==> src/logic/uart_pkg.sv <==
package uart_pkg;

  localparam int NcoWidth       = 16;
  localparam int OversampleRate = 16;

  typedef logic [7:0]          byte_t;
  typedef logic [NcoWidth-1:0] nco_t;

  // frame settings held by the host
  typedef struct packed {
    logic tx_en;
    logic rx_en;
    logic parity_en;
    logic parity_odd;
    nco_t nco;
  } uart_cfg_t;

  // one-cycle receive error pulses
  typedef struct packed {
    logic frame;
    logic parity;
    logic overflow;
  } rx_err_t;

endpackage

==> src/logic/uart_baud_gen.sv <==
`timescale 1ns/1ps

module uart_baud_gen import uart_pkg::*; (
  input  logic clk_i,
  input  logic rst_ni,
  input  logic en_i,
  input  nco_t nco_i,
  output logic tick_o
);

  // top bit catches the carry of each add
  logic [NcoWidth:0] acc_q;

  always_ff @(posedge clk_i or negedge rst_ni) begin
    if (!rst_ni) begin
      acc_q <= '0;
    end else if (en_i) begin
      acc_q <= {1'b0, acc_q[NcoWidth-1:0]} + {1'b0, nco_i};
    end
  end

  // tick rate is fclk * nco / 2**NcoWidth
  assign tick_o = acc_q[NcoWidth] & en_i;

endmodule

==> src/logic/uart_req_ack_port.sv <==
`timescale 1ns/1ps

module uart_req_ack_port (
  input  logic clk_i,
  input  logic rst_ni,
  input  logic req_i,
  input  logic ready_i,
  output logic ack_o,
  output logic strobe_o
);

  logic ack_q;

  // new transfer only while no ack is pending
  assign strobe_o = req_i & ready_i & ~ack_q;

  always_ff @(posedge clk_i or negedge rst_ni) begin
    if (!rst_ni) begin
      ack_q <= 1'b0;
    end else if (ack_q) begin
      // release once the host has dropped req
      ack_q <= req_i;
    end else begin
      ack_q <= strobe_o;
    end
  end

  assign ack_o = ack_q;

endmodule

==> src/logic/uart_fifo.sv <==
`timescale 1ns/1ps

module uart_fifo import uart_pkg::*; #(
  parameter int unsigned Depth = 4
) (
  input  logic  clk_i,
  input  logic  rst_ni,
  input  logic  push_i,
  input  byte_t wdata_i,
  input  logic  pop_i,
  output byte_t rdata_o,
  output logic  full_o,
  output logic  empty_o
);

  localparam int unsigned PtrW = $clog2(Depth);
  localparam int unsigned CntW = $clog2(Depth + 1);

  byte_t           mem_q [Depth];
  logic [PtrW-1:0] wr_ptr_q;
  logic [PtrW-1:0] rd_ptr_q;
  logic [CntW-1:0] count_q;
  byte_t           pop_q;
  logic            do_push;
  logic            do_pop;

  // wrap explicitly so depths other than powers of two work
  function automatic logic [PtrW-1:0] next_ptr(input logic [PtrW-1:0] ptr);
    return (ptr == PtrW'(Depth - 1)) ? '0 : ptr + 1'b1;
  endfunction

  assign full_o  = (count_q == CntW'(Depth));
  assign empty_o = (count_q == '0);
  assign do_push = push_i & ~full_o;
  assign do_pop  = pop_i & ~empty_o;

  always_ff @(posedge clk_i or negedge rst_ni) begin
    if (!rst_ni) begin
      wr_ptr_q <= '0;
      rd_ptr_q <= '0;
      count_q  <= '0;
    end else begin
      if (do_push) begin
        wr_ptr_q <= next_ptr(wr_ptr_q);
      end
      if (do_pop) begin
        rd_ptr_q <= next_ptr(rd_ptr_q);
      end
      count_q <= count_q + CntW'(do_push) - CntW'(do_pop);
    end
  end

  always_ff @(posedge clk_i) begin
    if (do_push) begin
      mem_q[wr_ptr_q] <= wdata_i;
    end
  end

  // keeps the last popped byte stable after the pop
  always_ff @(posedge clk_i) begin
    if (do_pop) begin
      pop_q <= mem_q[rd_ptr_q];
    end
  end

  // head entry on the pop cycle, popped byte afterwards
  assign rdata_o = pop_i ? mem_q[rd_ptr_q] : pop_q;

endmodule

==> src/logic/uart_tx.sv <==
`timescale 1ns/1ps

module uart_tx import uart_pkg::*; (
  input  logic      clk_i,
  input  logic      rst_ni,
  input  uart_cfg_t cfg_i,
  input  logic      tick_i,
  input  logic      valid_i,
  input  byte_t     data_i,
  output logic      take_o,
  output logic      tx_o,
  output logic      idle_o
);

  localparam int TickW = $clog2(OversampleRate);

  typedef enum logic [2:0] {
    TxIdle,
    TxStart,
    TxData,
    TxParity,
    TxStop
  } tx_state_e;

  tx_state_e        state_q;
  logic [TickW-1:0] tick_cnt_q;
  logic [2:0]       bit_cnt_q;
  byte_t            shift_q;
  logic             parity_q;
  logic             tx_q;
  logic             bit_val;
  logic             bit_end;

  assign take_o  = (state_q == TxIdle) & cfg_i.tx_en & valid_i;
  assign bit_end = tick_i & (tick_cnt_q == TickW'(OversampleRate - 1));

  // level of the bit currently on the line
  always_comb begin
    unique case (state_q)
      TxStart:  bit_val = 1'b0;
      TxData:   bit_val = shift_q[0];
      TxParity: bit_val = parity_q;
      default:  bit_val = 1'b1;
    endcase
  end

  ////////////////////
  // frame sequencer
  ////////////////////

  always_ff @(posedge clk_i or negedge rst_ni) begin
    if (!rst_ni) begin
      state_q    <= TxIdle;
      tick_cnt_q <= '0;
      bit_cnt_q  <= '0;
      tx_q       <= 1'b1;
    end else begin
      // line changes on the first tick of each bit
      if (tick_i) begin
        tx_q <= bit_val;
      end
      if (state_q == TxIdle) begin
        tick_cnt_q <= '0;
        bit_cnt_q  <= '0;
        if (take_o) begin
          state_q <= TxStart;
        end
      end else if (tick_i) begin
        tick_cnt_q <= bit_end ? '0 : tick_cnt_q + 1'b1;
        if (bit_end) begin
          unique case (state_q)
            TxStart: state_q <= TxData;
            TxData: begin
              bit_cnt_q <= bit_cnt_q + 1'b1;
              if (bit_cnt_q == 3'd7) begin
                state_q <= cfg_i.parity_en ? TxParity : TxStop;
              end
            end
            TxParity: state_q <= TxStop;
            default:  state_q <= TxIdle;
          endcase
        end
      end
    end
  end

  // lsb first, parity fixed when the byte is taken
  always_ff @(posedge clk_i) begin
    if (take_o) begin
      shift_q  <= data_i;
      parity_q <= ^data_i ^ cfg_i.parity_odd;
    end else if (state_q == TxData && bit_end) begin
      shift_q <= {1'b1, shift_q[7:1]};
    end
  end

  assign tx_o   = tx_q;
  assign idle_o = (state_q == TxIdle);

endmodule

==> src/logic/uart_rx.sv <==
`timescale 1ns/1ps

module uart_rx import uart_pkg::*; (
  input  logic      clk_i,
  input  logic      rst_ni,
  input  uart_cfg_t cfg_i,
  input  logic      tick_i,
  input  logic      rx_i,
  output logic      byte_valid_o,
  output byte_t     byte_o,
  output rx_err_t   err_o
);

  localparam int TickW = $clog2(OversampleRate);

  typedef enum logic [2:0] {
    RxIdle,
    RxStart,
    RxData,
    RxParity,
    RxStop
  } rx_state_e;

  rx_state_e        state_q;
  logic [TickW-1:0] tick_cnt_q;
  logic [2:0]       bit_cnt_q;
  logic             sync_q1;
  logic             sync_q2;
  logic             line_q;
  byte_t            shift_q;
  logic             bad_par_q;
  logic             valid_q;
  logic             frame_err_q;
  logic             parity_err_q;
  logic             start_edge;
  logic             half_bit;
  logic             full_bit;

  ////////////////////
  // line input
  ////////////////////

  // two flop synchronizer plus one stage for the edge
  always_ff @(posedge clk_i or negedge rst_ni) begin
    if (!rst_ni) begin
      sync_q1 <= 1'b1;
      sync_q2 <= 1'b1;
      line_q  <= 1'b1;
    end else begin
      sync_q1 <= rx_i;
      sync_q2 <= sync_q1;
      line_q  <= sync_q2;
    end
  end

  assign start_edge = line_q & ~sync_q2;
  assign half_bit   = tick_i & (tick_cnt_q == TickW'(OversampleRate / 2 - 1));
  assign full_bit   = tick_i & (tick_cnt_q == TickW'(OversampleRate - 1));

  ////////////////////
  // frame sequencer
  ////////////////////

  always_ff @(posedge clk_i or negedge rst_ni) begin
    if (!rst_ni) begin
      state_q      <= RxIdle;
      tick_cnt_q   <= '0;
      bit_cnt_q    <= '0;
      bad_par_q    <= 1'b0;
      valid_q      <= 1'b0;
      frame_err_q  <= 1'b0;
      parity_err_q <= 1'b0;
    end else begin
      valid_q      <= 1'b0;
      frame_err_q  <= 1'b0;
      parity_err_q <= 1'b0;
      if (tick_i) begin
        tick_cnt_q <= full_bit ? '0 : tick_cnt_q + 1'b1;
      end
      unique case (state_q)
        RxIdle: begin
          tick_cnt_q <= '0;
          bit_cnt_q  <= '0;
          bad_par_q  <= 1'b0;
          if (cfg_i.rx_en && start_edge) begin
            state_q <= RxStart;
          end
        end
        RxStart: begin
          // mid start bit, a high line was only a glitch
          if (half_bit) begin
            tick_cnt_q <= '0;
            state_q    <= sync_q2 ? RxIdle : RxData;
          end
        end
        RxData: begin
          if (full_bit) begin
            bit_cnt_q <= bit_cnt_q + 1'b1;
            if (bit_cnt_q == 3'd7) begin
              state_q <= cfg_i.parity_en ? RxParity : RxStop;
            end
          end
        end
        RxParity: begin
          if (full_bit) begin
            bad_par_q <= sync_q2 ^ (^shift_q) ^ cfg_i.parity_odd;
            state_q   <= RxStop;
          end
        end
        default: begin
          if (full_bit) begin
            valid_q      <= sync_q2 & ~bad_par_q;
            frame_err_q  <= ~sync_q2;
            parity_err_q <= bad_par_q;
            state_q      <= RxIdle;
          end
        end
      endcase
    end
  end

  always_ff @(posedge clk_i) begin
    if (state_q == RxData && full_bit) begin
      shift_q <= {sync_q2, shift_q[7:1]};
    end
  end

  assign byte_valid_o = valid_q;
  assign byte_o       = shift_q;
  assign err_o        = '{frame: frame_err_q, parity: parity_err_q, overflow: 1'b0};

endmodule

==> src/logic/uart_top.sv <==
`timescale 1ns/1ps

module uart_top import uart_pkg::*; #(
  parameter int unsigned TxDepth = 4,
  parameter int unsigned RxDepth = 4
) (
  input  logic      clk_i,
  input  logic      rst_ni,
  input  uart_cfg_t cfg_i,
  input  logic      tx_req_i,
  input  byte_t     tx_data_i,
  output logic      tx_ack_o,
  input  logic      rd_req_i,
  output logic      rd_ack_o,
  output byte_t     rd_data_o,
  output logic      rx_avail_o,
  input  logic      rx_i,
  output logic      tx_o,
  output logic      tx_idle_o,
  output rx_err_t   rx_err_o
);

  logic    tick;
  logic    tx_push;
  logic    tx_take;
  logic    tx_full;
  logic    tx_empty;
  byte_t   tx_byte;
  logic    rd_pop;
  logic    rx_full;
  logic    rx_empty;
  logic    rx_byte_valid;
  byte_t   rx_byte;
  rx_err_t rx_err;

  uart_baud_gen i_baud_gen (
    .clk_i,
    .rst_ni,
    .en_i   (cfg_i.tx_en | cfg_i.rx_en),
    .nco_i  (cfg_i.nco),
    .tick_o (tick)
  );

  ////////////////////
  // transmit path
  ////////////////////

  uart_req_ack_port i_wr_port (
    .clk_i,
    .rst_ni,
    .req_i    (tx_req_i),
    .ready_i  (~tx_full),
    .ack_o    (tx_ack_o),
    .strobe_o (tx_push)
  );

  uart_fifo #(
    .Depth (TxDepth)
  ) i_tx_fifo (
    .clk_i,
    .rst_ni,
    .push_i  (tx_push),
    .wdata_i (tx_data_i),
    .pop_i   (tx_take),
    .rdata_o (tx_byte),
    .full_o  (tx_full),
    .empty_o (tx_empty)
  );

  uart_tx i_tx (
    .clk_i,
    .rst_ni,
    .cfg_i,
    .tick_i  (tick),
    .valid_i (~tx_empty),
    .data_i  (tx_byte),
    .take_o  (tx_take),
    .tx_o,
    .idle_o  (tx_idle_o)
  );

  ////////////////////
  // receive path
  ////////////////////

  uart_rx i_rx (
    .clk_i,
    .rst_ni,
    .cfg_i,
    .tick_i       (tick),
    .rx_i,
    .byte_valid_o (rx_byte_valid),
    .byte_o       (rx_byte),
    .err_o        (rx_err)
  );

  uart_fifo #(
    .Depth (RxDepth)
  ) i_rx_fifo (
    .clk_i,
    .rst_ni,
    .push_i  (rx_byte_valid),
    .wdata_i (rx_byte),
    .pop_i   (rd_pop),
    .rdata_o (rd_data_o),
    .full_o  (rx_full),
    .empty_o (rx_empty)
  );

  uart_req_ack_port i_rd_port (
    .clk_i,
    .rst_ni,
    .req_i    (rd_req_i),
    .ready_i  (~rx_empty),
    .ack_o    (rd_ack_o),
    .strobe_o (rd_pop)
  );

  assign rx_avail_o = ~rx_empty;

  // a byte arriving at a full FIFO is dropped there
  assign rx_err_o = '{
    frame:    rx_err.frame,
    parity:   rx_err.parity,
    overflow: rx_byte_valid & rx_full
  };

endmodule

==> config.mk <==
export PLATFORM = sky130hd
export DESIGN_NAME = uart_top
export DESIGN_NICKNAME = d
export VERILOG_FILES = /design/src/logic/uart_pkg.sv /design/src/logic/uart_baud_gen.sv /design/src/logic/uart_req_ack_port.sv /design/src/logic/uart_fifo.sv /design/src/logic/uart_tx.sv /design/src/logic/uart_rx.sv /design/src/logic/uart_top.sv
export SDC_FILE = /design/constraint.sdc
export NUM_CORES = 1
export LEC_CHECK = 0
export ABC_AREA = 1
export BUFFER_PORTS_ARGS = -buffer_cell sky130_fd_sc_hd__buf_2
export CAP_MARGIN = 20
export CORE_MARGIN = 1.5
export CORE_UTILIZATION = 60
export DETAILED_ROUTE_END_ITERATION = 16
export PLACE_DENSITY_LB_ADDON = 0.05
export SYNTH_ARGS = -nofsm -noshare
export SYNTH_HDL_FRONTEND = slang
export SYNTH_SLANG_ARGS = --single-unit
==> constraint.sdc <==
create_clock -name clk_i -period 4.75 [get_ports clk_i]
set_clock_uncertainty 0.05 [all_clocks]
set_input_delay 0.95 -clock clk_i [delete_from_list [all_inputs] [get_ports clk_i]]
set_output_delay 0.95 -clock clk_i [all_outputs]
set_load 0.05 [all_outputs]
## Yosys cells after proc, flatten, opt, wreduce, memory -nomap -nowiden

Memory sizes are Yosys's and may differ from the RTL's.
Index checks and enable logic that the tools add are counted.

| word-level totals | value |
|---|---|
| ROM bits | 0 |
| output and inout port bits | 16 |
| bits in latches | 0 |
| register bits | 94 |
| bits in writable memories | 64 |
| word-level logic and storage cells | 169 |
| memories kept | 2 |

Memory list:

| name | words | bits a word | rd ports | clocked after memory_dff | wr ports | RTL line | source |
|---|---|---|---|---|---|---|---|
| i_rx_fifo.mem_q | 4 | 8 | 1 | 0 | 1 | uart_fifo.sv:19 | `byte_t mem_q [Depth];` |
| i_tx_fifo.mem_q | 4 | 8 | 1 | 0 | 1 | uart_fifo.sv:19 |  |

| operators by class | value |
|---|---|
| reduce and logical (&&, ||, !) cells | 22 |
| bitwise logic cells | 29 |
| divide/modulo/power cells | 0 |
| magnitude comparators | 0 |
| mux-type cells | 51 |
| shifts and indexed selects | 0 |
| equality and inequality tests | 24 |
| add/subtract/negate cells | 13 |
| $mul | 0 |

Operators by type and width:

| operator | count |
|---|---|
| $mux W3 | 17 |
| $mux W8 | 4 |
| $mux W4 | 6 |
| $add A16 B16 Y17 | 1 |
| $and A1 B1 Y1 | 17 |
| $reduce_xor A8 Y1 | 2 |
| $mux W1 | 13 |
| $eq A3 B2 Y1 const B | 4 |
| $eq A3 B3 Y1 const B | 4 |
| $logic_not A3 Y1 | 4 |
| $ne A2 B1 Y1 const B | 6 |
| $pmux W3 S4 | 1 |
| $reduce_bool A2 Y1 | 6 |
| $mux W2 | 5 |
| $pmux W3 S3 | 1 |
| $add A2 B1 Y2 const B | 4 |
| $add A4 B1 Y4 const B | 2 |
| $eq A2 B2 Y1 const B | 4 |
| $eq A4 B4 Y1 const B | 2 |
| $not A1 Y1 | 8 |
| $pmux W4 S2 | 1 |
| $add A3 B1 Y3 | 2 |
| $add A3 B1 Y3 const B | 2 |
| $eq A3 B1 Y1 const B | 2 |
| other kinds (15) | 21 |

## Logic depth before layout (Yosys ltp)

| logic depth | value |
|---|---|
| depth in word-level cells | 7 |
| mapped depth | 15 |
| depth with buffers taken out | 15 |

## By module

From an unflattened synthesis, not the netlist that was laid out.

| second synthesis, totals | value |
|---|---|
| cell total of the unflattened synthesis | 913 |
| area, all modules | 8286.7 um^2 |

Modules (own cells, without submodules):

| module | cells each | instances | area an instance (um^2) | seq. area each (um^2) |
|---|---|---|---|---|
| uart_fifo | 181 | 2 | 2063.2 | 1376.3 |
| uart_baud_gen | 249 | 1 | 1602.8 | 425.4 |
| uart_rx | 142 | 1 | 1272.5 | 669.4 |
| uart_tx | 142 | 1 | 1169.9 | 546.8 |
| uart_req_ack_port | 5 | 2 | 42.5 | 25.0 |
| uart_top | 8 | 1 | 30.0 | 0.0 |

## Worst setup path after synthesis

No wires, ideal clock.

| timing path | value |
|---|---|
| kind | input port to output port |
| start point | input port rd_req_i |
| end point | output port rd_data_o[0] |
| setup slack | 1453 ps |
| path buffers | 1 |
| stages | 5 |
| arrival | 2297 ps |
| required time | 3750 ps |
| cell sequence | inv_1 -> nor3_1 -> clkbuf_1 -> nand2_1 -> nand2_1 |

| on the way | value |
|---|---|
| longest elaborated chain between the ends | 3 |

RTL lines:

| element | RTL line | source |
|---|---|---|
| start, declared | uart_top.sv:13 | `input logic rd_req_i,` |
| $and A1 B1 Y1 (2 in a row) | uart_req_ack_port.sv:15 | `assign strobe_o = req_i & ready_i & ~ack_q;` |
| $mux W8 | uart_fifo.sv:67 | `assign rdata_o = pop_i ? mem_q[rd_ptr_q] : pop_q;` |
| end, declared | uart_top.sv:15 | `output byte_t rd_data_o,` |

No other way between the ends.

## Final worst setup path

| timing path | value |
|---|---|
| start point | register i_rx_fifo.rd_ptr_q[0] |
| end point | output port rd_data_o[1] |

| on the way | value |
|---|---|
| longest elaborated chain between the ends | 2 |

RTL lines:

| element | RTL line | source |
|---|---|---|
| start, declared | uart_fifo.sv:21 | `logic [PtrW-1:0] rd_ptr_q;` |
| start signal, assigned | uart_fifo.sv:47 | `rd_ptr_q <= next_ptr(rd_ptr_q);` |
| $mem_v2 Z4 W8 | - |  |
| $mux W8 | uart_fifo.sv:67 |  |

No other way between the ends.

==> impl_metrics.yaml <==
logic_synthesis:
  netlist.area_leader.share_pct: 37.24
  seq_area_frac_synth_pct: 56.81
  synth_top_area_cell: "edfxtp_1"
  synth_compound_area_share_pct: 7.294
  syn_area_per_cell_um2: 9.634
  async_reset_ff_share_pct: 38.61
  synth_top_family_by_area: "simple AND/OR/NAND/NOR gates"
  synth-xor-area-share_pct: 2.351
  synth_adder_area_share_pct: 6.526
  synth-edff-count: 97
  ys_ff_latch: 158
  syn-num-nets: 884
  yosys.area_share.simple_pct: 20.79
  syn-cell-area_mm2: 0.007823
  synth-main-ff-cell: "edfxtp_1"
  yosysWarnings: 0
  synthTopCellsByCount: "nand2_1 (219), edfxtp_1 (97), inv_1 (84), nor2_1 (67), dfrtp_1 (57)"
  synth_cell_types: 41
  synth_area_leaders: "edfxtp_1 (37%), dfrtp_1 (18%), nand2_1 (11%)"
  synthMuxAreaShare_pct: 0.2879
  syn_inst: 812
  synth_most_common_cell: "nand2_1"
clock_network:
  cts_tree: "built"
  cts.htree.levels: 4
  ctsResizeCount: 0
  postCtsSetupBuffers: 0
  hold_buffers: 0
  insertion_delay_ns: 0.43
  clockRootBuffer: "clkbuf_16"
  cts_buffer_depth: 2
  clock-sinks: 158
  clk_pin_slew_ns: 0.06
  cts_buffers: 17
global_routing:
  grt_overflow: 0
  antenna_found_initial: 0
  grt_start_max_net_pins: 62
  grt_pass1_vias: 5261
  gr-usage-all-layers_pct: 22.19
  grt_pass1_wl_um: 23250
sta:
  slew_violations: 0
  maxSlewHeadroom_pct: 35.07
  hold_viol_final: 0
  setup_tns_ns: 0
  fin_crit_ns: 3.266
  max_freq_mhz: 306.2
  timing.final.crit_share_pct: 68.75
  setup_viol: 0
  worst_pin_slew_ns: 0.9729
  rsz0062_at_grt: "no"
critical_path:
  path_cells: "inv_1 > o21ai_0 > o22ai_1 > nand2_1 > nand2_1 > buf_2"
  cpPeakStageDelay_ns: 0.59
  critical_path_class: "register to primary output"
  cp.arrival_ns: 2.27
  critPathCaptureType: "primary output"
  crit_fanout: 19
  cp-start-kind: "register"
  crit_slowest_cell: "dfrtp_1"
  worst_path_most_repeated_cell: "nand2_1"
  cp.required_ns: 3.75
layout:
  final_nets: 937
  final_cell_count_no_fill: 1050
  antenna_cells: 0
  drive_gt1_share_pct: 15.26
  final_cell_area_mm2: 0.008807
  synthToLayoutAreaGrowth_pct: 12.59
drt:
  route.detailed.drc: 0
  ant_nets: 0
  viasPerCell: 5.208
  drtIter0Drc: 296
  vias: 5468
  wl_per_cell_um: 13.34
  firstDrtPassIters: 5
  drt-total-wl_um: 14010
worst_hold_path:
  hp-class: "register to register"
pwr:
  leakage_nw: 4.001
  cellPowerDensity_mw_per_mm2: 619.0
  power.total_mw: 5.451
  irDropWorstVdd_mv: 0.3884
floorplan:
  initial_core_util_pct: 61.74
  die-area_mm2: 0.01373
  coreArea_mm2: 0.01267
  io_pins: 49
  die_h_um: 117.2
  num_rows: 41
  die_w_um: 117.2
placement:
  dp_hpwl_um: 9839
  routabilityCongestion: 0.8601
  placed_cell_area_mm2: 0.008187
  port_buffers: 48
  dp.cells: 1017
status:
  outcome: "complete, no violations"
flow_run:
  maxCapViolations: 0
[state kept, by name, summed over array words and instances (netlist names), 2 cells and up]
signal and flops:
i_tx.state_q 3, i_rx.state_q 3, i_rx_fifo.count_q 3, i_rx_fifo.wr_ptr_q 2, i_rx.bit_cnt_q 3, i_tx_fifo.wr_ptr_q 2, i_rx_fifo.pop_q 8, i_tx_fifo.count_q 3
i_tx.tick_cnt_q 4, i_rx.byte_o 8, i_tx_fifo.pop_q 8, i_rx_fifo.rd_ptr_q 2, i_rx_fifo.mem_q 32, i_tx_fifo.rd_ptr_q 2, i_tx.bit_cnt_q 3, i_tx.shift_q 8
i_baud_gen.acc_q 17, i_tx_fifo.mem_q 32, i_rx.tick_cnt_q 4
[final timing paths]
kind / startpoint / endpoint / slack, ns / cells after the start
worst max-delay path: i_rx_fifo.rd_ptr_q[0] / rd_data_o[1] / 1.48 / 6
min in group asynchronous: rst_ni / i_baud_gen.acc_q[9] / 0.65 / 2
worst min register to register: i_rx.sync_q1 / i_rx.sync_q2 / 0.31 / 0
worst max register to register: i_tx.state_q[0] / i_tx_fifo.count_q[2] / 1.99 / 10
max in group asynchronous: rst_ni / i_tx.state_q[0] / 3.47 / 2
worst min-delay path: i_rx.sync_q1 / i_rx.sync_q2 / 0.31 / 0
[area by class of cell]
| class | count | area (µm²) |
|---|---|---|
| sequential | 158 | 4444 |
| tap | 172 | 215.2 |
| clock inverter | 12 | 158.9 |
| timing repair buffer | 51 | 260.3 |
| inverter | 94 | 352.8 |
| clock buffer | 20 | 456.7 |
| multi-input combinational | 543 | 2919 |
| fill | 990 | 3864 |
[logic make-up after synthesis]
logic type / Yosys count
XOR/XNOR: 21
AO/OA/AOI/OAI: 103
flip-flops: 158
multiplexers: 2
buffers and inverters: 111
AND/OR/NAND/NOR: 378
adder cells (fa/ha/maj): 39
[power breakdown]
part	internal (mW)	total, mW	switching (mW)	leakage (nW)
Clock	0.857	1.39	0.537	0.297
Sequential	1.80	2.02	0.227	1.64
Combinational	0.690	2.03	1.34	2.06
Total	3.34	5.45	2.11	4.00
[per-stage QoR]
stage          setup slack [ns]  utilization [%]  hold slack [ns]
6_report                  1.484            69.51           0.3092
5_1_grt                   1.273            69.51           0.3170
4_1_cts                   1.477            69.47           0.3101
3_3_place_gp              1.529            64.61           0.2997
3_5_place_dp              1.465            64.61           0.3051
2_1_floorplan             1.453                -           0.2952
[critical path: cells and delay by family, from the launching register on]
kind,cells,cell delay (ns)
AOI/OAI and AO/OA,2,0.37
and+or+nand+nor,2,0.17
DFF,1,0.59
buffers and inverters,2,0.71
[layout by cell type (no fill, tap or decap), drive strengths merged, types with 2 or more instances in the layout]
master | netlist | final
dfstp | 4 | 4
o22ai | 10 | 10
o21ai | 55 | 55
clkinvlp | 0 | 2
bufinv | 0 | 3
inv | 93 | 95
xor2 | 10 | 10
nor3 | 12 | 12
buf | 10 | 51
fa | 3 | 3
nand2 | 230 | 230
or2 | 3 | 3
dfrtp | 57 | 57
nor2 | 84 | 84
clkinv | 1 | 6
o31ai | 2 | 2
nand4 | 2 | 2
nand3 | 46 | 46
mux2 | 2 | 2
xnor2 | 11 | 11
edfxtp | 97 | 97
clkbuf | 7 | 20
a21oi | 24 | 24
ha | 36 | 36
a22o | 2 | 2
a31oi | 4 | 4
[metal layers]
| layer | track usage, % | vias to the layer above | wire (µm) |
|---|---|---|---|
| li1 | - | 2787 | - |
| met1 | 25.30 | 2570 | 6048 |
| met2 | 40.62 | 92 | 7268 |
| met3 | 5.355 | 19 | 457 |
| met4 | 7.871 | 0 | 232 |
| met5 | 0 | - | 0 |
No activity file was read; power rests on OpenSTA's default activity.
